$ cat src/verilog/lce_cfg_pkg.sv
// geometry constants and plain vector typedefs for the icache coherence engine
`default_nettype none

package lce_cfg_pkg;

  // physical address holds tag, index and block offset from the top down
  localparam int paddr_width_c        = 40;
  localparam int block_offset_width_c = 6;
  localparam int index_width_c        = 6;
  localparam int ptag_width_c         = paddr_width_c - index_width_c - block_offset_width_c;

  // 8 ways per set
  localparam int way_width_c = 3;

  // directory and engine ids share one width
  localparam int id_width_c = 3;

  // fill data carried by one command
  localparam int block_width_c = 64;

  typedef logic [paddr_width_c-1:0] paddr_t;

  typedef logic [index_width_c-1:0] index_t;

  typedef logic [ptag_width_c-1:0] ptag_t;

  typedef logic [way_width_c-1:0] way_t;

  typedef logic [id_width_c-1:0] node_id_t;

  typedef logic [block_width_c-1:0] block_t;

endpackage

`default_nettype wire

$ cat src/verilog/lce_msg_pkg.sv
// command, response and memory packet enums and packed structs
`default_nettype none

package lce_msg_pkg;
  import lce_cfg_pkg::*;

  // commands sent by a directory
  typedef enum logic [3:0] {
    e_cmd_set_clear      = 4'h0,
    e_cmd_sync           = 4'h1,
    e_cmd_uc_data        = 4'h2,
    e_cmd_set_tag        = 4'h3,
    e_cmd_set_tag_wakeup = 4'h4,
    e_cmd_invalidate_tag = 4'h5,
    e_cmd_data           = 4'h6,
    e_cmd_writeback      = 4'h7
  } lce_cmd_type_e;

  typedef enum logic [1:0] {
    e_resp_sync_ack = 2'h0,
    e_resp_inv_ack  = 2'h1,
    e_resp_null_wb  = 2'h2
  } lce_resp_type_e;

  typedef enum logic [2:0] {
    e_coh_i = 3'h0,
    e_coh_s = 3'h1,
    e_coh_e = 3'h2,
    e_coh_m = 3'h3
  } coh_state_e;

  typedef enum logic [1:0] {
    e_tag_set_clear  = 2'h0,
    e_tag_set_tag    = 2'h1,
    e_tag_invalidate = 2'h2
  } tag_op_e;

  typedef enum logic [0:0] {
    e_data_write    = 1'b0,
    e_data_uncached = 1'b1
  } data_op_e;

  typedef struct packed {
    lce_cmd_type_e msg_type;
    node_id_t      src_id;
    way_t          way_id;
    coh_state_e    state;
    paddr_t        addr;
    block_t        data;
  } lce_cmd_s;

  typedef struct packed {
    lce_resp_type_e msg_type;
    node_id_t       src_id;
    node_id_t       dst_id;
    paddr_t         addr;
  } lce_resp_s;

  typedef struct packed {
    tag_op_e    opcode;
    index_t     index;
    way_t       way_id;
    coh_state_e state;
    ptag_t      tag;
  } tag_pkt_s;

  typedef struct packed {
    index_t index;
    logic   clear;
  } stat_pkt_s;

  typedef struct packed {
    data_op_e opcode;
    index_t   index;
    way_t     way_id;
    block_t   data;
  } data_pkt_s;

  // engine operating mode
  typedef enum logic [1:0] {
    e_mode_reset         = 2'h0,
    e_mode_uncached_only = 2'h1,
    e_mode_ready         = 2'h2
  } lce_mode_e;

endpackage

`default_nettype wire

$ cat src/verilog/lce_init_sweep.sv
// post-reset set counter that offers tag and status clear packets
`timescale 1ns/10ps
`default_nettype none

module lce_init_sweep
  import lce_cfg_pkg::*;
  import lce_msg_pkg::*;
#(
  parameter int num_sets_p = 64
) (
  input  wire logic clk_i,
  input  wire logic reset_i,
  input  wire logic step_ready_i,
  output tag_pkt_s  tag_pkt_o,
  output stat_pkt_s stat_pkt_o,
  output logic      pkt_v_o,
  output logic      done_o
);

  index_t set_r;
  logic   last_set;

  assign last_set = (set_r == index_t'(num_sets_p - 1));

  // clear packets for the current set
  always_comb begin
    tag_pkt_o        = '0;
    tag_pkt_o.opcode = e_tag_set_clear;
    tag_pkt_o.index  = set_r;
    tag_pkt_o.state  = e_coh_i;

    stat_pkt_o       = '0;
    stat_pkt_o.index = set_r;
    stat_pkt_o.clear = 1'b1;
  end

  // a step is one cycle with both memories ready
  assign pkt_v_o = step_ready_i;
  assign done_o  = step_ready_i & last_set;

  always_ff @(posedge clk_i) begin
    if (reset_i) begin
      set_r <= '0;
    end else if (step_ready_i) begin
      set_r <= set_r + 1'b1;
    end
  end

endmodule

`default_nettype wire

$ cat src/verilog/lce_cmd_decode.sv
// command decoder building memory packets, responses and event strobes
`timescale 1ns/10ps
`default_nettype none

module lce_cmd_decode
  import lce_cfg_pkg::*;
  import lce_msg_pkg::*;
(
  input  wire logic      clk_i,
  input  wire logic      reset_i,
  input  wire lce_mode_e mode_i,
  input  wire node_id_t  lce_id_i,
  input  wire paddr_t    miss_addr_i,
  input  wire lce_cmd_s  lce_cmd_i,
  input  wire logic      lce_cmd_v_i,
  input  wire logic      lce_resp_yumi_i,
  input  wire logic      tag_pkt_ready_i,
  input  wire logic      stat_pkt_ready_i,
  input  wire logic      data_pkt_ready_i,
  output logic           lce_cmd_yumi_o,
  output lce_resp_s      lce_resp_o,
  output logic           lce_resp_v_o,
  output tag_pkt_s       tag_pkt_o,
  output logic           tag_pkt_v_o,
  output stat_pkt_s      stat_pkt_o,
  output logic           stat_pkt_v_o,
  output data_pkt_s      data_pkt_o,
  output logic           data_pkt_v_o,
  output logic           sync_ack_o,
  output logic           set_tag_received_o,
  output logic           set_tag_wakeup_received_o,
  output logic           cce_data_received_o,
  output logic           uncached_data_received_o,
  output logic           cache_req_complete_o
);

  index_t cmd_index;
  ptag_t  cmd_tag;
  index_t miss_index;
  logic   uc_ok;
  logic   rdy_ok;
  logic   inv_r;
  logic   inv_n;

  assign cmd_index  = lce_cmd_i.addr[block_offset_width_c +: index_width_c];
  assign cmd_tag    = lce_cmd_i.addr[block_offset_width_c + index_width_c +: ptag_width_c];
  assign miss_index = miss_addr_i[block_offset_width_c +: index_width_c];

  // uncached commands work in both later modes, the rest only once ready
  assign uc_ok  = lce_cmd_v_i & (mode_i != e_mode_reset);
  assign rdy_ok = lce_cmd_v_i & (mode_i == e_mode_ready);

  always_comb begin
    lce_cmd_yumi_o            = 1'b0;
    lce_resp_o                = '0;
    lce_resp_o.src_id         = lce_id_i;
    lce_resp_o.dst_id         = lce_cmd_i.src_id;
    lce_resp_o.addr           = lce_cmd_i.addr;
    lce_resp_v_o              = 1'b0;
    tag_pkt_o                 = '0;
    tag_pkt_o.way_id          = lce_cmd_i.way_id;
    tag_pkt_v_o               = 1'b0;
    stat_pkt_o                = '0;
    stat_pkt_v_o              = 1'b0;
    data_pkt_o                = '0;
    data_pkt_o.index          = miss_index;
    data_pkt_o.way_id         = lce_cmd_i.way_id;
    data_pkt_o.data           = lce_cmd_i.data;
    data_pkt_v_o              = 1'b0;
    sync_ack_o                = 1'b0;
    set_tag_received_o        = 1'b0;
    set_tag_wakeup_received_o = 1'b0;
    cce_data_received_o       = 1'b0;
    uncached_data_received_o  = 1'b0;
    cache_req_complete_o      = 1'b0;
    inv_n                     = inv_r;

    case (lce_cmd_i.msg_type)
      e_cmd_set_clear: begin
        tag_pkt_o.opcode = e_tag_set_clear;
        tag_pkt_o.index  = cmd_index;
        tag_pkt_o.state  = e_coh_i;
        stat_pkt_o.index = cmd_index;
        stat_pkt_o.clear = 1'b1;
        tag_pkt_v_o      = uc_ok & tag_pkt_ready_i & stat_pkt_ready_i;
        stat_pkt_v_o     = tag_pkt_v_o;
        lce_cmd_yumi_o   = tag_pkt_v_o;
      end
      e_cmd_sync: begin
        lce_resp_o.msg_type = e_resp_sync_ack;
        lce_resp_v_o        = uc_ok;
        lce_cmd_yumi_o      = uc_ok & lce_resp_yumi_i;
        sync_ack_o          = lce_cmd_yumi_o;
      end
      e_cmd_uc_data: begin
        data_pkt_o.opcode        = e_data_uncached;
        data_pkt_v_o             = uc_ok & data_pkt_ready_i;
        lce_cmd_yumi_o           = data_pkt_v_o;
        uncached_data_received_o = data_pkt_v_o;
        cache_req_complete_o     = data_pkt_v_o;
      end
      e_cmd_set_tag, e_cmd_set_tag_wakeup: begin
        tag_pkt_o.opcode = e_tag_set_tag;
        tag_pkt_o.index  = cmd_index;
        tag_pkt_o.state  = lce_cmd_i.state;
        tag_pkt_o.tag    = cmd_tag;
        tag_pkt_v_o      = rdy_ok & tag_pkt_ready_i;
        lce_cmd_yumi_o   = tag_pkt_v_o;
        if (lce_cmd_i.msg_type == e_cmd_set_tag) begin
          set_tag_received_o = tag_pkt_v_o;
        end else begin
          set_tag_wakeup_received_o = tag_pkt_v_o;
          cache_req_complete_o      = tag_pkt_v_o;
        end
      end
      e_cmd_invalidate_tag: begin
        tag_pkt_o.opcode = e_tag_invalidate;
        tag_pkt_o.index  = cmd_index;
        tag_pkt_o.state  = e_coh_i;
        // tag is written once, the flag then holds the ack
        tag_pkt_v_o         = rdy_ok & tag_pkt_ready_i & ~inv_r;
        lce_resp_o.msg_type = e_resp_inv_ack;
        lce_resp_v_o        = inv_r | tag_pkt_v_o;
        lce_cmd_yumi_o      = lce_resp_v_o & lce_resp_yumi_i;
        inv_n               = lce_resp_v_o & ~lce_resp_yumi_i;
      end
      e_cmd_data: begin
        data_pkt_o.opcode    = e_data_write;
        tag_pkt_o.opcode     = e_tag_set_tag;
        tag_pkt_o.index      = miss_index;
        tag_pkt_o.state      = lce_cmd_i.state;
        tag_pkt_o.tag        = cmd_tag;
        tag_pkt_v_o          = rdy_ok & tag_pkt_ready_i & data_pkt_ready_i;
        data_pkt_v_o         = tag_pkt_v_o;
        lce_cmd_yumi_o       = tag_pkt_v_o;
        cce_data_received_o  = tag_pkt_v_o;
        set_tag_received_o   = tag_pkt_v_o;
        cache_req_complete_o = tag_pkt_v_o;
      end
      e_cmd_writeback: begin
        lce_resp_o.msg_type = e_resp_null_wb;
        lce_resp_v_o        = rdy_ok;
        lce_cmd_yumi_o      = rdy_ok & lce_resp_yumi_i;
      end
      default: begin
      end
    endcase
  end

  always_ff @(posedge clk_i) begin
    if (reset_i) begin
      inv_r <= 1'b0;
    end else begin
      inv_r <= inv_n;
    end
  end

endmodule

`default_nettype wire

$ cat src/verilog/lce_mode_ctrl.sv
// mode state machine, sync counter and tag/status packet source select
`timescale 1ns/10ps
`default_nettype none

module lce_mode_ctrl
  import lce_msg_pkg::*;
#(
  parameter int num_cce_p = 2
) (
  input  wire logic      clk_i,
  input  wire logic      reset_i,
  input  wire logic      sweep_done_i,
  input  wire logic      sync_ack_i,
  input  wire tag_pkt_s  sweep_tag_pkt_i,
  input  wire stat_pkt_s sweep_stat_pkt_i,
  input  wire logic      sweep_pkt_v_i,
  input  wire tag_pkt_s  dec_tag_pkt_i,
  input  wire logic      dec_tag_pkt_v_i,
  input  wire stat_pkt_s dec_stat_pkt_i,
  input  wire logic      dec_stat_pkt_v_i,
  input  wire logic      tag_pkt_ready_i,
  input  wire logic      stat_pkt_ready_i,
  output lce_mode_e      mode_o,
  output logic           sweep_step_o,
  output tag_pkt_s       tag_pkt_o,
  output logic           tag_pkt_v_o,
  output stat_pkt_s      stat_pkt_o,
  output logic           stat_pkt_v_o,
  output logic           lce_ready_o
);

  localparam int cnt_width_lp = (num_cce_p > 1) ? $clog2(num_cce_p) : 1;

  lce_mode_e               mode_r;
  lce_mode_e               mode_n;
  logic [cnt_width_lp-1:0] sync_cnt_r;
  logic [cnt_width_lp-1:0] sync_cnt_n;
  logic                    in_sweep;
  logic                    last_sync;

  assign in_sweep  = (mode_r == e_mode_reset);
  assign last_sync = (sync_cnt_r == cnt_width_lp'(num_cce_p - 1));

  // the sweep owns both memories until it is done
  assign sweep_step_o = in_sweep & tag_pkt_ready_i & stat_pkt_ready_i;

  assign tag_pkt_o    = in_sweep ? sweep_tag_pkt_i : dec_tag_pkt_i;
  assign tag_pkt_v_o  = in_sweep ? sweep_pkt_v_i : dec_tag_pkt_v_i;
  assign stat_pkt_o   = in_sweep ? sweep_stat_pkt_i : dec_stat_pkt_i;
  assign stat_pkt_v_o = in_sweep ? sweep_pkt_v_i : dec_stat_pkt_v_i;

  assign mode_o      = mode_r;
  assign lce_ready_o = ~in_sweep;

  always_comb begin
    mode_n     = mode_r;
    sync_cnt_n = sync_cnt_r;
    case (mode_r)
      e_mode_reset: begin
        if (sweep_done_i) begin
          mode_n = e_mode_uncached_only;
        end
      end
      e_mode_uncached_only: begin
        // one sync ack per directory
        if (sync_ack_i) begin
          if (last_sync) begin
            mode_n     = e_mode_ready;
            sync_cnt_n = '0;
          end else begin
            sync_cnt_n = sync_cnt_r + 1'b1;
          end
        end
      end
      default: begin
      end
    endcase
  end

  always_ff @(posedge clk_i) begin
    if (reset_i) begin
      mode_r     <= e_mode_reset;
      sync_cnt_r <= '0;
    end else begin
      mode_r     <= mode_n;
      sync_cnt_r <= sync_cnt_n;
    end
  end

endmodule

`default_nettype wire

$ cat src/verilog/icache_lce_cmd.sv
// icache coherence engine command side top level
`timescale 1ns/10ps
`default_nettype none

module icache_lce_cmd
  import lce_cfg_pkg::*;
  import lce_msg_pkg::*;
#(
  parameter int num_sets_p = 64,
  parameter int num_cce_p  = 2
) (
  input  wire logic     clk_i,
  input  wire logic     reset_i,
  input  wire node_id_t lce_id_i,
  input  wire paddr_t   miss_addr_i,
  input  wire lce_cmd_s lce_cmd_i,
  input  wire logic     lce_cmd_v_i,
  output logic          lce_cmd_yumi_o,
  output lce_resp_s     lce_resp_o,
  output logic          lce_resp_v_o,
  input  wire logic     lce_resp_yumi_i,
  output tag_pkt_s      tag_pkt_o,
  output logic          tag_pkt_v_o,
  input  wire logic     tag_pkt_ready_i,
  output stat_pkt_s     stat_pkt_o,
  output logic          stat_pkt_v_o,
  input  wire logic     stat_pkt_ready_i,
  output data_pkt_s     data_pkt_o,
  output logic          data_pkt_v_o,
  input  wire logic     data_pkt_ready_i,
  output logic          lce_ready_o,
  output logic          set_tag_received_o,
  output logic          set_tag_wakeup_received_o,
  output logic          cce_data_received_o,
  output logic          uncached_data_received_o,
  output logic          cache_req_complete_o
);

  lce_mode_e mode;
  logic      sweep_step;
  logic      sweep_done;
  logic      sweep_pkt_v;
  tag_pkt_s  sweep_tag_pkt;
  stat_pkt_s sweep_stat_pkt;
  tag_pkt_s  dec_tag_pkt;
  logic      dec_tag_pkt_v;
  stat_pkt_s dec_stat_pkt;
  logic      dec_stat_pkt_v;
  logic      sync_ack;

  lce_init_sweep #(
    .num_sets_p(num_sets_p)
  ) sweep0 (
    .clk_i       (clk_i),
    .reset_i     (reset_i),
    .step_ready_i(sweep_step),
    .tag_pkt_o   (sweep_tag_pkt),
    .stat_pkt_o  (sweep_stat_pkt),
    .pkt_v_o     (sweep_pkt_v),
    .done_o      (sweep_done)
  );

  lce_cmd_decode decode0 (
    .clk_i                    (clk_i),
    .reset_i                  (reset_i),
    .mode_i                   (mode),
    .lce_id_i                 (lce_id_i),
    .miss_addr_i              (miss_addr_i),
    .lce_cmd_i                (lce_cmd_i),
    .lce_cmd_v_i              (lce_cmd_v_i),
    .lce_resp_yumi_i          (lce_resp_yumi_i),
    .tag_pkt_ready_i          (tag_pkt_ready_i),
    .stat_pkt_ready_i         (stat_pkt_ready_i),
    .data_pkt_ready_i         (data_pkt_ready_i),
    .lce_cmd_yumi_o           (lce_cmd_yumi_o),
    .lce_resp_o               (lce_resp_o),
    .lce_resp_v_o             (lce_resp_v_o),
    .tag_pkt_o                (dec_tag_pkt),
    .tag_pkt_v_o              (dec_tag_pkt_v),
    .stat_pkt_o               (dec_stat_pkt),
    .stat_pkt_v_o             (dec_stat_pkt_v),
    .data_pkt_o               (data_pkt_o),
    .data_pkt_v_o             (data_pkt_v_o),
    .sync_ack_o               (sync_ack),
    .set_tag_received_o       (set_tag_received_o),
    .set_tag_wakeup_received_o(set_tag_wakeup_received_o),
    .cce_data_received_o      (cce_data_received_o),
    .uncached_data_received_o (uncached_data_received_o),
    .cache_req_complete_o     (cache_req_complete_o)
  );

  lce_mode_ctrl #(
    .num_cce_p(num_cce_p)
  ) mode0 (
    .clk_i           (clk_i),
    .reset_i         (reset_i),
    .sweep_done_i    (sweep_done),
    .sync_ack_i      (sync_ack),
    .sweep_tag_pkt_i (sweep_tag_pkt),
    .sweep_stat_pkt_i(sweep_stat_pkt),
    .sweep_pkt_v_i   (sweep_pkt_v),
    .dec_tag_pkt_i   (dec_tag_pkt),
    .dec_tag_pkt_v_i (dec_tag_pkt_v),
    .dec_stat_pkt_i  (dec_stat_pkt),
    .dec_stat_pkt_v_i(dec_stat_pkt_v),
    .tag_pkt_ready_i (tag_pkt_ready_i),
    .stat_pkt_ready_i(stat_pkt_ready_i),
    .mode_o          (mode),
    .sweep_step_o    (sweep_step),
    .tag_pkt_o       (tag_pkt_o),
    .tag_pkt_v_o     (tag_pkt_v_o),
    .stat_pkt_o      (stat_pkt_o),
    .stat_pkt_v_o    (stat_pkt_v_o),
    .lce_ready_o     (lce_ready_o)
  );

endmodule

`default_nettype wire

$ cat config.mk
export PLATFORM = sky130hd
export DESIGN_NAME = icache_lce_cmd
export DESIGN_NICKNAME = d
export VERILOG_FILES = /design/src/verilog/lce_cfg_pkg.sv /design/src/verilog/lce_msg_pkg.sv /design/src/verilog/lce_init_sweep.sv /design/src/verilog/lce_cmd_decode.sv /design/src/verilog/lce_mode_ctrl.sv /design/src/verilog/icache_lce_cmd.sv
export SDC_FILE = /design/constraint.sdc
export NUM_CORES = 1
export LEC_CHECK = 0
export BUFFER_PORTS_ARGS = -buffer_cell sky130_fd_sc_hd__buf_2
export CAP_MARGIN = 15
export CORE_AREA = 3 3 134 136
export DETAILED_ROUTE_END_ITERATION = 7
export DIE_AREA = 0 0 137 139
export SETUP_SLACK_MARGIN = 0.2
export SYNTH_ARGS = -nofsm -noshare
export SYNTH_HDL_FRONTEND = slang
export SYNTH_SLANG_ARGS = --single-unit
$ cat constraint.sdc
create_clock -name clk_i -period 1.4 [get_ports clk_i]
set_clock_uncertainty 0.2 [all_clocks]
set_input_delay 0.14 -clock clk_i [delete_from_list [all_inputs] [get_ports clk_i]]
set_output_delay 0.14 -clock clk_i [all_outputs]
set_load 0.005 [all_outputs]
==> results by group, run 1 <==
Detailed routing
  • 1st-iter DRT viols: 52
  • Routed Antenna Nets: 0
  • DRC Markers: 0
  • Via/cell ratio: 3.653
  • Detailed Route WL: 9.736 mm
  • First drt pass iteration count: 5
  • Wire per inst: 16.25 um
  • Vias: 2188

Logic synthesis
  • Post-synthesis cell type count: 43
  • Synth Cell Area: 2051 um^2
  • Mean Syn Cell Area: 7.121 um^2
  • Synth Warn #: 0
  • Number of enable flip-flop cells after synthesis: 0
  • Synth Instances: 288
  • #FFs+latches synth: 10
  • Syn_nets: 456
  • Post-synthesis sequential area ratio: 9.762%
  • Asr flop ratio synth: 0%
  • Post-synth top flop: dfxtp_1

Critical path
  • Crit path max-delay cell type: dfxtp_4
  • CP cell instances: nand4b_1, buf_4, nor4_4, nand2b_1, buf_2
  • Slowest stage delay, CP: 0.37 ns
  • CP startpoint kind: flop
  • Crit path max-delay family: simple AND/OR/NAND/NOR gates
  • CP arrival: 1.52 ns
  • CP Max Fanout: 7
  • Crit path kind: reg -> out
  • Critical Path RT: 1.06 ns
  • Crit. End Element: primary output
  • Crit path from: mode0.mode_o[0]
  • Crit path buf inv count: 2
  • Worst reg2reg startpoint: mode0.mode_o[1]

Hold path
  • Hold crit path type: in -> reg
  • Hold Startpoint: reset_i

Power and ir drop
  • Static Leakage: 1.611 nW
  • Peak ir drop on the vdd network: 0.2984 mV
  • Pwr/cell area: 382.5 nW/um^2
  • Overall Power: 1.271 mW

STA
  • Hold slack final: 0.03004 ns
  • Slew @ Worst Pin: 0.3974 ns
  • FMAX: 537.2 MHz
  • Min Tclk post-route: 1.862 ns
  • Final Setup Violations: 66
  • Slew Limit Fails: 0
  • RSZ-0062 raised after global routing: true
  • Crit share post-route: 133.0%
  • Final Hold Viols: 0
  • Final WS setup: -0.4616 ns
  • Total negative slack: -21.17 ns
  • Max-slew headroom: 73.14%

Place
  • IO buf count: 162
  • Pre-CTS setup slack: -0.3426 ns
  • Hpwl dp: 7.903 mm
  • Placed insts: 577
  • Dpl cell area: 2491 um^2
  • GP Congestion: 0.7879

Die
  • Initial Util: 12.02%
  • IO Pins: 349
  • Die area: 19040 um^2
  • Die span in y: 139 um
  • Die X: 137 um
  • Core Rows: 48
  • Core area: 17060 um^2

Cells and area
  • Cell Count, Final, Fillers Out: 599
  • Share of cells above drive strength 1: 75.13%
  • Number of fill cells: 1912
  • Ant. Diodes: 0
  • Final Cell Area: 3323 um^2
  • Area growth syn-to-layout: 62.05%
  • Nets: 543
  • Post-Route Utilization: 19.48%

Clocking
  • Clock tree from TritonCTS: done
  • Root buf cell: clkbuf_16
  • Maximum clock insertion buffer count: 2
  • CTS Buf Count: 3
  • H-tree levels: 1
  • Clock Pin Slew Worst Setup and Hold Paths: 0.04 ns
  • Clock sinks: 10
  • Clock Latency Late Sink: 0.23 ns

Outcome
  • Failing checks: negative setup slack
  • Status: finished with violations

Global routing
  • First-pass GRT wire length: 13.19 mm
  • Largest net degree at the start of global routing: 17
  • Tot GR Track Use: 9.243%
  • Total grt overflow: 0
  • Vias in the first global route: 2218
  • Antenna violations before repair: 3

Job
  • Max_cap viols: 0
==> what timing repair did <==
action / 4_1_cts / 5_1_grt
buffers inserted: 9 / 4
hold buffers: 1 / 0
endpoints found under the hold margin: 1 / 0
cloned: 3 / 1
setup endpoints to repair: 72 / 72
resized for setup: 74 / 51
pin swaps: 22 / 26
==> where the power goes <==
part	internal (mW)	total (mW)	switching (mW)
clock	0.429	0.561	0.132
sequential	0.286	0.288	0.00205
combinational	0.210	0.422	0.212
total	0.925	1.27	0.346
==> sequential cells by signal, indices dropped and copies added, names as in the netlist <==
register,count
sweep0.set_r,6
mode0.mode_o,2
decode0.inv_r,1
mode0.last_sync,1
==> area by class of cell <==
class                   count  area (um^2)  share of cell area [%]
multi-input cells         144         1171                   35.24
clock buffers               4        88.84                   2.673
inverters                   5        31.28                  0.9413
repair buffers            210         1526                   45.93
flip-flops and latches     10        207.7                   6.250
repair inverters            1        16.27                  0.4895
well taps                 225        281.5                   8.471
==> cells in the mapped netlist, drive strengths merged (2+ instances only) <==
cell type | n | area, um^2
a211oi | 3 | 27.52
a21oi | 4 | 20.02
a32oi | 7 | 61.31
and2 | 34 | 212.7
buf | 126 | 927.1
clkbuf | 3 | 11.26
dfxtp | 10 | 200.2
inv | 4 | 15.01
nand2 | 17 | 63.81
nand2b | 5 | 31.28
nand3 | 7 | 35.03
nand3b | 3 | 22.52
nand4 | 3 | 18.77
nand4b | 2 | 17.52
nor2 | 19 | 73.82
nor3 | 5 | 36.29
nor3b | 2 | 15.01
nor4 | 3 | 33.78
o21ai | 11 | 58.81
or2 | 2 | 12.52
xnor2 | 3 | 33.79
xor2 | 4 | 35.03
==> kinds of logic after synthesis <==
| group | share of synthesized area [%] |
|---|---|
| AOI/OAI and AO/OA | 10.01 |
| xor gates and xnor gates | 3.356 |
| adders and majority gates | 0.6100 |
| buffers and inverters | 46.67 |
| DFF | 9.762 |
| muxes | 0.4881 |
| and+or+nand+nor | 29.10 |
==> cell usage in the layout (no fill, tap or decap), types with 6 or more instances in the layout <==
cell type / instances
nand3_2: 6
buf_2: 134
nand2_1: 9
buf_4: 29
buf_6: 34
buf_12: 6
nor2_1: 14
and2_1: 13
dfxtp_1: 8
a32oi_1: 7
and2_4: 21
==> per-layer routing <==
layer / global-route usage, % / wire length, um / vias up
li1: - / - / 1003
met1: 8.291 / 3134 / 1020
met5: 0 / 35 / -
met2: 17.30 / 5029 / 126
met4: 2.994 / 337 / 6
met3: 5.080 / 1199 / 33
==> worst paths after layout <==
| path | to | slack (ns) | depth (start not counted) |
|---|---|---|---|
| setup / recovery | cache_req_complete_o | -0.46 | 5 |
| hold / removal | decode0.inv_r | 0.03 | 2 |
| setup reg to reg | sweep0.set_r[4] | -0.25 | 5 |
| hold reg to reg | mode0.mode_o[0] | 0.28 | 1 |
No activity file was read; power rests on OpenSTA's default activity.
==> run 2: changes to the inputs <==
Settings changed: ABC_AREA from default to 1, CORE_AREA 3 3 134 136 to 3 3 135 137, DIE_AREA 0 0 137 139 to 0 0 138 140.
==> run 2 against run 1 <==
Net effect:
- the run still ends with negative setup slack left
- clock-buffer cell count unchanged
- cell area up 2.7%
- non-clock buffer count unchanged
- maximum frequency up 5.0%
- register-to-register slack better by 0.11 ns
- largest cell class unchanged
==> results by group, run 2 <==
Power and ir drop
  • Seq pwr share: 22.1% (-0.6 points)
  • Peak ir drop on the vdd network: 0.2712 mV (-9.1%)
  • Switch share: 29.65% (+2.5 points)
  • Psw: 0.3880 mW (+12%)
  • Pint: 0.9207 mW (-0.52%)
  • Clock power frac: 44.6% (+0.4 points)
  • Combinational power share: 33.2% (about the same)
  • Pwr/cell area: 383.4 nW/um^2 (+0.24%)
  • Static Leakage: 1.886 nW (+17%)

Cells and area
  • Number of flip-flops in the largest register: 6 (unchanged)
  • Commonest non-fill, non-tap cell in the layout: buf_2
  • Ant. Diodes: 0 (unchanged)
  • Area growth syn-to-layout: 57.87%
  • Largest register by flop count: sweep0.set_r
  • Nets: 627 (+15%)
  • Commonest non-fill, non-tap cells in the layout: buf_2 (157), inv_1 (56), nor2_4 (33)
  • Final Cell Area: 3413 um^2 (+2.7%)
  • Multi-input gate area: 1209 um^2 (+3.2%)
  • Share of cells above drive strength 1: 66.81% (-8.3 points)
  • Number of fill cells: 1926 (+0.73%)
  • Sequential Area: 207.7 um^2 (unchanged)

Critical path
  • Worst reg2reg startpoint: mode0.mode_o[0]
  • Crit path kind: reg -> out
  • CP arrival: 1.43 ns (-0.09 ns)
  • CP Max Fanout: 4 (-3)
  • Critical Path RT: 1.06 ns (about the same)
  • CP startpoint kind: flop
  • Internal reg-to-reg setup slack: -0.14 ns (+0.11 ns)
  • R2r worst-path depth: 9 (+4)
  • Crit. End Element: primary output
  • Critical R2R Capture: sweep0.set_r[5]

Logic synthesis
  • Post-synthesis sequential area ratio: 9.259% (-0.50 points)
  • Asr flop ratio synth: 0% (unchanged)
  • Synth Cell Area: 2162 um^2 (+5.4%)
  • Synth Instances: 369 (+28%)
  • Top-count cell post-synth: buf_4
  • Synth cell count leaders: buf_4 (121), inv_1 (65), nor2_1 (62), nand2_1 (45), nand3_1 (16)
  • #FFs+latches synth: 10 (unchanged)
  • Post-synth top area share: 42.01% (-1.5 points)
  • Mean Syn Cell Area: 5.859 um^2 (-18%)
  • Number of enable flip-flop cells after synthesis: 0 (unchanged)
  • Synth top area cells: buf_4 (42%), inv_1 (11%), nor2_1 (11%)
  • Yosys top cell by area: buf_4
  • Post-synth top flop: dfxtp_1
  • Post-synthesis cell type count: 22 (-49%)
  • Syn_nets: 537 (+18%)
  • Synth Warn #: 0 (unchanged)

Global routing
  • Antenna violations before repair: 2 (-1)
  • Largest net degree at the start of global routing: 26 (+9)
  • Tot GR Track Use: 8.215% (-1.0 points)
  • Vias in the first global route: 2307 (+4.0%)
  • Total grt overflow: 0 (unchanged)
  • First-pass GRT wire length: 12.55 mm (-4.9%)

STA
  • Final WS setup: -0.3731 ns (+0.08843 ns)
  • Hold slack final: 0.05162 ns (+0.02157 ns)
  • RSZ-0062 raised after global routing: true
  • Slew @ Worst Pin: 0.2635 ns (-0.1340 ns)
  • Final Setup Violations: 69 (+4.5%)
  • Min Tclk post-route: 1.773 ns (-0.08843 ns)
  • FMAX: 564.0 MHz (+5.0%)
  • Slew Limit Fails: 0 (unchanged)
  • Max-slew headroom: 82.37% (+9.2 points)
  • Crit share post-route: 126.7% (-6.3 points)
  • Final Hold Viols: 0 (unchanged)

Place
  • Hpwl dp: 7.224 mm (-8.6%)
  • Dpl cell area: 2892 um^2 (+16%)
  • GP Congestion: 0.8254 (+4.8%)
  • IO buf count: 162 (unchanged)

Detailed routing
  • Vias: 2425 (+11%)
  • Wire per inst: 12.61 um (-22%)
  • DRC Markers: 0 (unchanged)
  • First drt pass iteration count: 6 (+1)
  • Routed Antenna Nets: 0 (unchanged)
  • 1st-iter DRT viols: 108 (+110%)
  • Via/cell ratio: 3.551 (-2.8%)
  • Detailed Route WL: 8.611 mm (-12%)

Hold path
  • Hold Startpoint: reset_i
  • Worst hold path depth: 4 (+2)
  • Hold Path Sink: sweep0.set_r[1]
  • Hold crit path type: in -> reg

Clocking
  • Clock tree from TritonCTS: done
  • Clock sinks: 10 (unchanged)
  • Clock Pin Slew Worst Setup and Hold Paths: 0.04 ns (about the same)
  • Clock Latency Late Sink: 0.24 ns (about the same)
  • Maximum clock insertion buffer count: 2 (unchanged)
  • Root buf cell: clkbuf_16
  • CTS Buf Count: 3 (unchanged)
  • H-tree levels: 1 (unchanged)

Job
  • Max_cap viols: 0 (unchanged)

Die
  • Initial Util: 12.59% (+0.56 points)
  • IO Pins: 349 (unchanged)
  • Core Rows: 48 (unchanged)
  • Die X: 138 um (+0.73%)
  • Die area: 19320 um^2 (+1.5%)
  • Core area: 17180 um^2 (+0.70%)
  • Die span in y: 140 um (+0.72%)

Outcome
  • Status: finished with violations
  • Failing checks: negative setup slack
run 2: cell count changes after synthesis, moves of 7 or more:
cell	previous run	this run
nor2_1	18	62
a32oi_1	7	0
and2_1	34	0
nand3_1	7	16
nand2_1	17	45
inv_1	4	65
run 2: cells by family after synthesis:
| family | Yosys count | synth area share (%) |
|---|---|---|
| AOI/OAI and AO/OA | 26 | 6.713 |
| adders and majority gates | 1 | 0.5786 |
| xor gates and xnor gates | 1 | 0.4052 |
| DFF | 10 | 9.259 |
| buffers and inverters | 191 | 55.27 |
| and+or+nand+nor | 140 | 27.78 |
run 2: stage by stage:
step | power [mW] | util (%) | setup TNS [ns] | instances | setup WS, ns
finish | 1.309 | 19.87 | -15.59 | 683 | -0.3731
global route | 1.367 | 19.87 | -21.52 | 683 | -0.4698
CTS | 1.300 | 18.73 | -14.32 | 677 | -0.3318
global placement | 0.6788 | 16.83 | -8.101 | 663 | -0.2307
detailed placement | 0.6792 | 16.83 | -8.850 | 663 | -0.2532
floorplan | 0.6904 | - | 0 | 369 | 0.1256
run 2: repair_timing:
action | in CTS | in global routing
resized for setup | 44 | 35
hold buffers | 1 | 0
setup buffers | 9 | 4
cloned | 0 | 2
endpoints found under the setup margin | 72 | 73
pin swaps | 5 | 10
endpoints found under the hold margin | 4 | 0
run 2: power groups by stage:
stage / logic [mW] / registers (mW) / clock network, mW
after global routing: 0.476 / 0.290 / 0.601
after detailed placement: 0.382 / 0.297 / 0
after global placement: 0.382 / 0.297 / 0
after CTS: 0.420 / 0.292 / 0.589
final: 0.435 / 0.290 / 0.584
after floorplan: 0.394 / 0.296 / 0
run 2: layout make-up:
type / count / share of cell area, %
Clock buffer: 4 / 2.603
Inverter: 66 / 7.698
Multi-Input combinational cell: 168 / 35.41
Sequential cell: 10 / 6.085
Tap cell: 225 / 8.248
Timing Repair Buffer: 210 / 39.96
run 2: worst max path at each step:
| stage | startpoint | endpoint | slack [ns] | cells after the start |
|---|---|---|---|---|
| after CTS | mode0.mode_o[0] | tag_pkt_o[34] | -0.33 | 7 |
| after detailed placement | lce_cmd_i[115] | tag_pkt_o[28] | -0.25 | 10 |
| after global placement | lce_cmd_i[115] | tag_pkt_o[28] | -0.23 | 10 |
| final | mode0.mode_o[0] | tag_pkt_v_o | -0.37 | 6 |
| after floorplan | mode0.mode_o[1] | lce_cmd_yumi_o | 0.13 | 6 |
| after global routing | mode0.mode_o[0] | tag_pkt_v_o | -0.47 | 6 |
run 2: layer usage:
| layer | track usage (%) | share of wire (%) | vias to the layer above |
|---|---|---|---|
| met2 | 14.00 | 49 | 183 |
| met5 | 0 | 0.31 | - |
| met1 | 8.507 | 36 | 1046 |
| met4 | 2.340 | 1.9 | 4 |
| li1 | - | - | 1175 |
| met3 | 5.019 | 13 | 17 |
run 2: critical path, cell delays in order, from the launching register on:
cell and delay, ns:
dfxtp_4 0.36, inv_4 0.08, nand4_1 0.18, nor2_2 0.27, nor2_1 0.07, nand3_1 0.09, buf_2 0.14
